[config.mk]
export PLATFORM = sky130hd
export DESIGN_NAME = motorCore
export DESIGN_NICKNAME = d
export VERILOG_FILES = /design/src/hw/motorPkg.sv /design/src/hw/motorRegs.sv /design/src/hw/stepGenerator.sv /design/src/hw/phaseDriver.sv /design/src/hw/motorCore.sv
export SDC_FILE = /design/constraint.sdc
export NUM_CORES = 1
export LEC_CHECK = 0
export BUFFER_PORTS_ARGS = -buffer_cell sky130_fd_sc_hd__buf_2
export CAP_MARGIN = 40
export CORE_ASPECT_RATIO = 1.75
export CORE_MARGIN = 5
export CORE_UTILIZATION = 54
export CTS_CLUSTER_SIZE = 20
export DETAILED_ROUTE_END_ITERATION = 6
export PLACE_DENSITY = 0.78
export REMOVE_ABC_BUFFERS = 1
export SLEW_MARGIN = 5
export SYNTH_ARGS = -nofsm -noshare
export SYNTH_HDL_FRONTEND = slang
export SYNTH_HIERARCHICAL = 1
export SYNTH_SLANG_ARGS = --single-unit
[constraint.sdc]
create_clock -name clk -period 2.77 [get_ports clk]
set_clock_uncertainty 0.15 [all_clocks]
set_input_delay 0.554 -clock clk [delete_from_list [all_inputs] [get_ports clk]]
set_output_delay 0.554 -clock clk [all_outputs]
set_load 0.01 [all_outputs]
[src/hw/motorPkg.sv]
package motorPkg;

    // counter and field widths.
    localparam int CNT_W   = 25;
    localparam int SPLIT_W = 2;
    localparam int STEP_W  = 4;
    localparam int REV_W   = 16;

    // electrical cycle runs 0 to STEP_LAST, STEP_IDLE means not driving.
    localparam logic [STEP_W-1:0] STEP_LAST = 4'd11;
    localparam logic [STEP_W-1:0] STEP_IDLE = 4'd15;

    localparam logic [CNT_W-1:0] SPEED_MIN  = 25'd4;  // shortest sub-step.
    localparam logic [CNT_W-1:0] SPEED_STEP = 25'd16; // per inc/dec pulse.

    // gate-off cycles before a phase may drive the other side.
    localparam logic [1:0] DEAD_CYCLES = 2'd3;

    // register map.
    localparam logic [1:0] ADDR_SPEED  = 2'd0;
    localparam logic [1:0] ADDR_SPLIT  = 2'd1;
    localparam logic [1:0] ADDR_CTRL   = 2'd2; // run in bit 0.
    localparam logic [1:0] ADDR_STATUS = 2'd3; // revolution count, read only.

    typedef struct packed {
        logic               run;
        logic [SPLIT_W-1:0] splitMax;
        logic [CNT_W-1:0]   speedSet;
    } motorCfg_t;

    typedef struct packed {
        logic [STEP_W-1:0]  posA;
        logic [STEP_W-1:0]  posB;
        logic [STEP_W-1:0]  posC;
        logic [SPLIT_W-1:0] splitStep;
        logic               active;
        logic               stepFirst; // first cycle of a new step.
    } stepState_t;

    typedef struct packed {
        logic [2:0] hi; // bit 0 is phase A.
        logic [2:0] lo;
    } gateDrive_t;

endpackage

[src/hw/motorRegs.sv]
`timescale 1ns/1ps

module motorRegs (
    input  logic                         clk,
    input  logic                         rstN,
    input  logic                         wrEn,
    input  logic [1:0]                   wrAddr,
    input  logic [31:0]                  wrData,
    input  logic [1:0]                   rdAddr,
    input  logic                         freqInc,
    input  logic                         freqDec,
    input  logic [motorPkg::REV_W-1:0]   revCount,
    output logic [31:0]                  rdData,
    output motorPkg::motorCfg_t          cfg
);

    logic [motorPkg::CNT_W-1:0]   speedReg;
    logic [motorPkg::CNT_W-1:0]   speedNext;
    logic [motorPkg::CNT_W-1:0]   wrSpeed;
    logic [motorPkg::SPLIT_W-1:0] splitReg;
    logic                         runReg;
    logic                         speedWr;

    assign wrSpeed = wrData[motorPkg::CNT_W-1:0];
    assign speedWr = wrEn && (wrAddr == motorPkg::ADDR_SPEED);

    // next speed value, a write wins over the pulses.
    always_comb begin
        speedNext = speedReg;
        if (speedWr) begin
            if (wrSpeed < motorPkg::SPEED_MIN) begin
                speedNext = motorPkg::SPEED_MIN;
            end else begin
                speedNext = wrSpeed;
            end
        end else if (freqInc && !freqDec) begin
            if (speedReg > ({motorPkg::CNT_W{1'b1}} - motorPkg::SPEED_STEP)) begin
                speedNext = {motorPkg::CNT_W{1'b1}}; // saturate at top.
            end else begin
                speedNext = speedReg + motorPkg::SPEED_STEP;
            end
        end else if (freqDec && !freqInc) begin
            if (speedReg < (motorPkg::SPEED_MIN + motorPkg::SPEED_STEP)) begin
                speedNext = motorPkg::SPEED_MIN;
            end else begin
                speedNext = speedReg - motorPkg::SPEED_STEP;
            end
        end
    end

    always_ff @(posedge clk or negedge rstN) begin
        if (!rstN) begin
            speedReg <= motorPkg::SPEED_MIN;
            splitReg <= '0;
            runReg   <= 1'b0;
        end else begin
            speedReg <= speedNext;
            if (wrEn && wrAddr == motorPkg::ADDR_SPLIT) begin
                splitReg <= wrData[motorPkg::SPLIT_W-1:0];
            end
            if (wrEn && wrAddr == motorPkg::ADDR_CTRL) begin
                runReg <= wrData[0];
            end
        end
    end

    always_comb begin
        cfg.run      = runReg;
        cfg.splitMax = splitReg;
        cfg.speedSet = speedReg;
    end

    // readback is combinational.
    always_comb begin
        case (rdAddr)
            motorPkg::ADDR_SPEED:  rdData = 32'(speedReg);
            motorPkg::ADDR_SPLIT:  rdData = 32'(splitReg);
            motorPkg::ADDR_CTRL:   rdData = 32'(runReg);
            motorPkg::ADDR_STATUS: rdData = 32'(revCount);
            default:               rdData = '0;
        endcase
    end

endmodule

[src/hw/stepGenerator.sv]
`timescale 1ns/1ps

module stepGenerator (
    input  logic                        clk,
    input  logic                        rstN,
    input  motorPkg::motorCfg_t         cfg,
    output motorPkg::stepState_t        step,
    output logic [motorPkg::REV_W-1:0]  revCount
);

    logic                           runDly;
    logic                           runRise;
    logic [motorPkg::CNT_W-1:0]     cnt;
    logic [motorPkg::CNT_W-1:0]     speedLat;
    logic [motorPkg::SPLIT_W-1:0]   splitLat;
    logic [motorPkg::SPLIT_W-1:0]   splitStep;
    logic [motorPkg::STEP_W-1:0]    posA;
    logic [motorPkg::STEP_W-1:0]    posB;
    logic [motorPkg::STEP_W-1:0]    posC;
    logic                           stepFirst;
    logic                           cntLast;
    logic                           stepEnd;

    assign runRise = cfg.run && !runDly;
    assign cntLast = (cnt == 1);
    // last cycle of the last sub-step of a step.
    assign stepEnd = cfg.run && cntLast && (splitStep == '0);

    // speed and split hold for the whole run.
    always_ff @(posedge clk) begin
        if (runRise) begin
            speedLat <= cfg.speedSet;
            splitLat <= cfg.splitMax;
        end
    end

    always_ff @(posedge clk or negedge rstN) begin
        if (!rstN) begin
            runDly    <= 1'b0;
            cnt       <= '0;
            splitStep <= '0;
            posA      <= motorPkg::STEP_IDLE;
            stepFirst <= 1'b0;
            revCount  <= '0;
        end else begin
            runDly    <= cfg.run;
            stepFirst <= runRise || stepEnd;
            if (runRise) begin
                cnt       <= cfg.speedSet;
                splitStep <= cfg.splitMax;
                posA      <= '0;
                revCount  <= '0;
            end else if (!cfg.run) begin
                posA <= motorPkg::STEP_IDLE; // counter holds.
            end else if (cntLast) begin
                cnt <= speedLat;
                if (splitStep == '0) begin
                    splitStep <= splitLat;
                    if (posA == motorPkg::STEP_LAST) begin
                        posA     <= '0;
                        revCount <= revCount + 1; // one full electrical cycle.
                    end else begin
                        posA <= posA + 1;
                    end
                end else begin
                    splitStep <= splitStep - 1;
                end
            end else begin
                cnt <= cnt - 1;
            end
        end
    end

    // B lags A by 120 degrees, C leads by 120 degrees.
    always_comb begin
        case (posA)
            4'd0:    {posB, posC} = {4'd8,  4'd4};
            4'd1:    {posB, posC} = {4'd9,  4'd5};
            4'd2:    {posB, posC} = {4'd10, 4'd6};
            4'd3:    {posB, posC} = {4'd11, 4'd7};
            4'd4:    {posB, posC} = {4'd0,  4'd8};
            4'd5:    {posB, posC} = {4'd1,  4'd9};
            4'd6:    {posB, posC} = {4'd2,  4'd10};
            4'd7:    {posB, posC} = {4'd3,  4'd11};
            4'd8:    {posB, posC} = {4'd4,  4'd0};
            4'd9:    {posB, posC} = {4'd5,  4'd1};
            4'd10:   {posB, posC} = {4'd6,  4'd2};
            4'd11:   {posB, posC} = {4'd7,  4'd3};
            default: {posB, posC} = {motorPkg::STEP_IDLE, motorPkg::STEP_IDLE};
        endcase
    end

    always_comb begin
        step.posA      = posA;
        step.posB      = posB;
        step.posC      = posC;
        step.splitStep = splitStep;
        step.active    = (posA <= motorPkg::STEP_LAST);
        step.stepFirst = stepFirst;
    end

endmodule

[src/hw/phaseDriver.sv]
`timescale 1ns/1ps

module phaseDriver (
    input  logic                    clk,
    input  logic                    rstN,
    input  motorPkg::stepState_t    step,
    output motorPkg::gateDrive_t    gates
);

    logic [motorPkg::STEP_W-1:0]             pos [3];
    logic [2:0]                              tgtHi;
    logic [2:0]                              tgtLo;
    logic [2:0]                              lastHi;  // side that was driven last.
    logic [$bits(motorPkg::DEAD_CYCLES)-1:0] deadCnt [3];

    assign pos[0] = step.posA;
    assign pos[1] = step.posB;
    assign pos[2] = step.posC;

    // target per phase: 0..3 high, 6..9 low, otherwise floating.
    always_comb begin
        for (int i = 0; i < 3; i++) begin
            tgtHi[i] = step.active && (pos[i] <= 4'd3);
            tgtLo[i] = step.active && (pos[i] >= 4'd6) && (pos[i] <= 4'd9);
        end
    end

    always_ff @(posedge clk or negedge rstN) begin
        if (!rstN) begin
            gates  <= '0;
            lastHi <= '0;
            for (int i = 0; i < 3; i++) begin
                deadCnt[i] <= '0;
            end
        end else begin
            for (int i = 0; i < 3; i++) begin
                if (!tgtHi[i] && !tgtLo[i]) begin
                    gates.hi[i] <= 1'b0;
                    gates.lo[i] <= 1'b0;
                    // dead time starts when a gate drops.
                    if (gates.hi[i] || gates.lo[i]) begin
                        deadCnt[i] <= motorPkg::DEAD_CYCLES;
                    end else if (deadCnt[i] != '0) begin
                        deadCnt[i] <= deadCnt[i] - 1;
                    end
                end else if ((tgtHi[i] && gates.lo[i]) || (tgtLo[i] && gates.hi[i])) begin
                    gates.hi[i] <= 1'b0; // direct reversal.
                    gates.lo[i] <= 1'b0;
                    deadCnt[i]  <= motorPkg::DEAD_CYCLES;
                end else if (deadCnt[i] != '0 && tgtHi[i] != lastHi[i]) begin
                    deadCnt[i] <= deadCnt[i] - 1; // other side still settling.
                end else begin
                    gates.hi[i] <= tgtHi[i];
                    gates.lo[i] <= tgtLo[i];
                    lastHi[i]   <= tgtHi[i];
                    deadCnt[i]  <= '0;
                end
            end
        end
    end

endmodule

[src/hw/motorCore.sv]
`timescale 1ns/1ps

module motorCore (
    input  logic                    clk,
    input  logic                    rstN,
    input  logic                    wrEn,
    input  logic [1:0]              wrAddr,
    input  logic [31:0]             wrData,
    input  logic [1:0]              rdAddr,
    input  logic                    freqInc,
    input  logic                    freqDec,
    output logic [31:0]             rdData,
    output motorPkg::gateDrive_t    gates
);

    motorPkg::motorCfg_t           cfg;
    motorPkg::stepState_t          step;
    logic [motorPkg::REV_W-1:0]    revCount;

    // configuration, speed adjust and readback.
    motorRegs regs0 (
        .clk      (clk),
        .rstN     (rstN),
        .wrEn     (wrEn),
        .wrAddr   (wrAddr),
        .wrData   (wrData),
        .rdAddr   (rdAddr),
        .freqInc  (freqInc),
        .freqDec  (freqDec),
        .revCount (revCount),
        .rdData   (rdData),
        .cfg      (cfg)
    );

    stepGenerator stepGen0 (
        .clk      (clk),
        .rstN     (rstN),
        .cfg      (cfg),
        .step     (step),
        .revCount (revCount)
    );

    // gate levels with dead time.
    phaseDriver driver0 (
        .clk   (clk),
        .rstN  (rstN),
        .step  (step),
        .gates (gates)
    );

endmodule

==> metrics.cfg <==
[run_status]
status=completed

[clocking]
cts_tree=built
path_clk_slew_ps=60
clockRootBuffer=clkbuf_16
cts_sinks=118
numCtsBuffers=17
clk_latency_ps=410
h-tree-depth=4
post-cts-setup-buffers=0
clk_path_buf_depth=2

[routing]
antenna_left=0
vias=7484
finalWirelength_um=23900
drcViolationCount=0
drtPass1Iterations=5
avgViaCountPerCell=6.52
drt_iter0_markers=620
wl_per_cell_um=20.8

[placement]
hpwl_um=16800
port_buffers=64
place_inst=1115
placed_cell_area_mm2=0.00854
routabilityCongestion=0.969
post-place-ws_ps=167

[pwr]
vdd_drop_max_uv=525
power.leakage_uw=0.00376
power.density_mw_per_mm2=895

[run]
maxCapViolCount=0

[hold_path]
worstHoldEndpoint=regs0/speedReg[6]
min_from=wrData[6]
holdPathStages=3
hp-class=in -> reg

[worst_setup_path]
endpoint_kind=flip-flop
arrival_ps=2850
rr_startpoint=stepGen0/posA[0]
crit_type=reg -> reg
rrSetupSlack_ps=90
rr_worst_depth=6
worstPathRequired_ps=2940
r2r_end=stepGen0/revCount[5]
path_max_fanout=12
start_kind=flip-flop

[sta]
fmax_mhz=373
setup_viol=0
rsz0062_at_grt=false
slew_viol_final=0
final.setup.tns_ps=0
finalCritPeriodShare=0.967
relSlewSlack=0.476
finalHoldViolCount=0
setup_slack_ps=90.6
layout_min_cycle_time_ps=2680
worstMarginPinSlew_ps=785

[global_routing]
grt_max_degree=48
grt_usage=0.285
overflow=0
grt_pass1_vias=7403
grt_pass1_wl_um=38100
antenna_found_initial=0

[layout]
fill_cells=1151
drive_gt1_frac=0.212
seqCellArea_mm2=0.00309
multiInputGateArea_mm2=0.00428
design_area_mm2=0.00919
diodes=0
final_core_util=0.643
area_delta_synth_final_pct=18.2
final_cells=1147
final_nets=1008

[die]
core_mm2=0.0143
fp.dieH_um=169
initial_utilization=0.544
rows=58
die_area_mm2=0.0170
io_pins=79
die_w_um=101

[yosys]
yosys_warnings=6
synth_area_mm2=0.00777
avgSynthCellArea_um2=8.97
synthCells=866

## placed cells by master (no fill, tap or decap), types with 6 or more instances in the layout
cell       count
a31oi_1        7
nand4_1       22
nand2_1       60
edfxtp_1      27
buf_4         63
o32ai_1        8
mux2i_1       12
nand2b_1       6
nor3_1        28
or4_1          8
nor4_1        16
clkbuf_16     19
xor2_1        21
nand3_1       27
or3_1         18
inv_1         25
a22oi_1        8
nor2b_1       21
ha_1          12
o31a_1         7
a22o_1        16
o21ai_0       58
o22ai_1       19
and2_1        10
o31ai_1       10
a21oi_1       65
nor2_1        62
xnor2_1       26
conb_1         7
dfrtp_1       86
buf_2         63
## worst max-delay path by stage
stage / startpoint / end / slack [ps] / cells after the start
after CTS: stepGen0/posA[0] / stepGen0/revCount[5] / 130 / 6
after global routing: stepGen0/posA[0] / stepGen0/revCount[5] / 20 / 6
final: stepGen0/posA[0] / stepGen0/revCount[5] / 90 / 6
after floorplan: regs0/runReg / stepGen0/revCount[11] / -160 / 4
after detailed placement: stepGen0/posA[0] / stepGen0/revCount[4] / 170 / 7
after global placement: stepGen0/posA[0] / stepGen0/revCount[3] / 210 / 7
## routing by layer
layer | track usage | up-vias | part of all wire
met1 | 0.316 | 3608 | 0.35
li1 | - | 3399 | -
met5 | 0 | - | 0
met3 | 0.0449 | 91 | 0.058
met2 | 0.505 | 386 | 0.53
met4 | 0.164 | 0 | 0.056
## repair_timing
action,CTS,global route
hold endpoints to repair,25,0
setup endpoints to repair,0,4
hold buffers,1,0
gates resized for setup,0,1
## area by class of cell
class,count,area share
clock inverter,7,0.0123
inverter,26,0.0106
sequential,118,0.337
clock buffer,24,0.0560
multi-input combinational,662,0.466
timing repair buffer,130,0.0934
tap,180,0.0245
## power by group
group          internal, uW  switching [uW]  leakage [uW]  total, uW
clock network          1560             774      0.000311       2340
logic                  1300            1660       0.00207       2960
registers              2290             629       0.00137       2920
total                  5160            3060       0.00376       8220
## state kept, by name, summed over array words and instances (netlist names), 3 cells and up
signal and cells:
regs0/speedReg 25, stepGen0/cnt 25, stepGen0/speedLat 25, stepGen0/revCount 16, driver0/deadCnt 6, driver0/gates 6
stepGen0/posA 4, driver0/lastHi 3
## critical path, stage by stage, from the launching register on
cell     delay (ps)
dfstp_2         550
ha_1            220
nand3_1         110
or2_2           300
or4_4           510
or4_1           550
a21oi_1         200
## per-stage QoR
stage               power, uW  hold slack (ps)
floorplan                4730              108
global placement         5700              297
detailed placement       5800              307
CTS                      8190              208
global route             8700              231
finish                   8220              224
No activity file was read; power rests on OpenSTA's default activity.
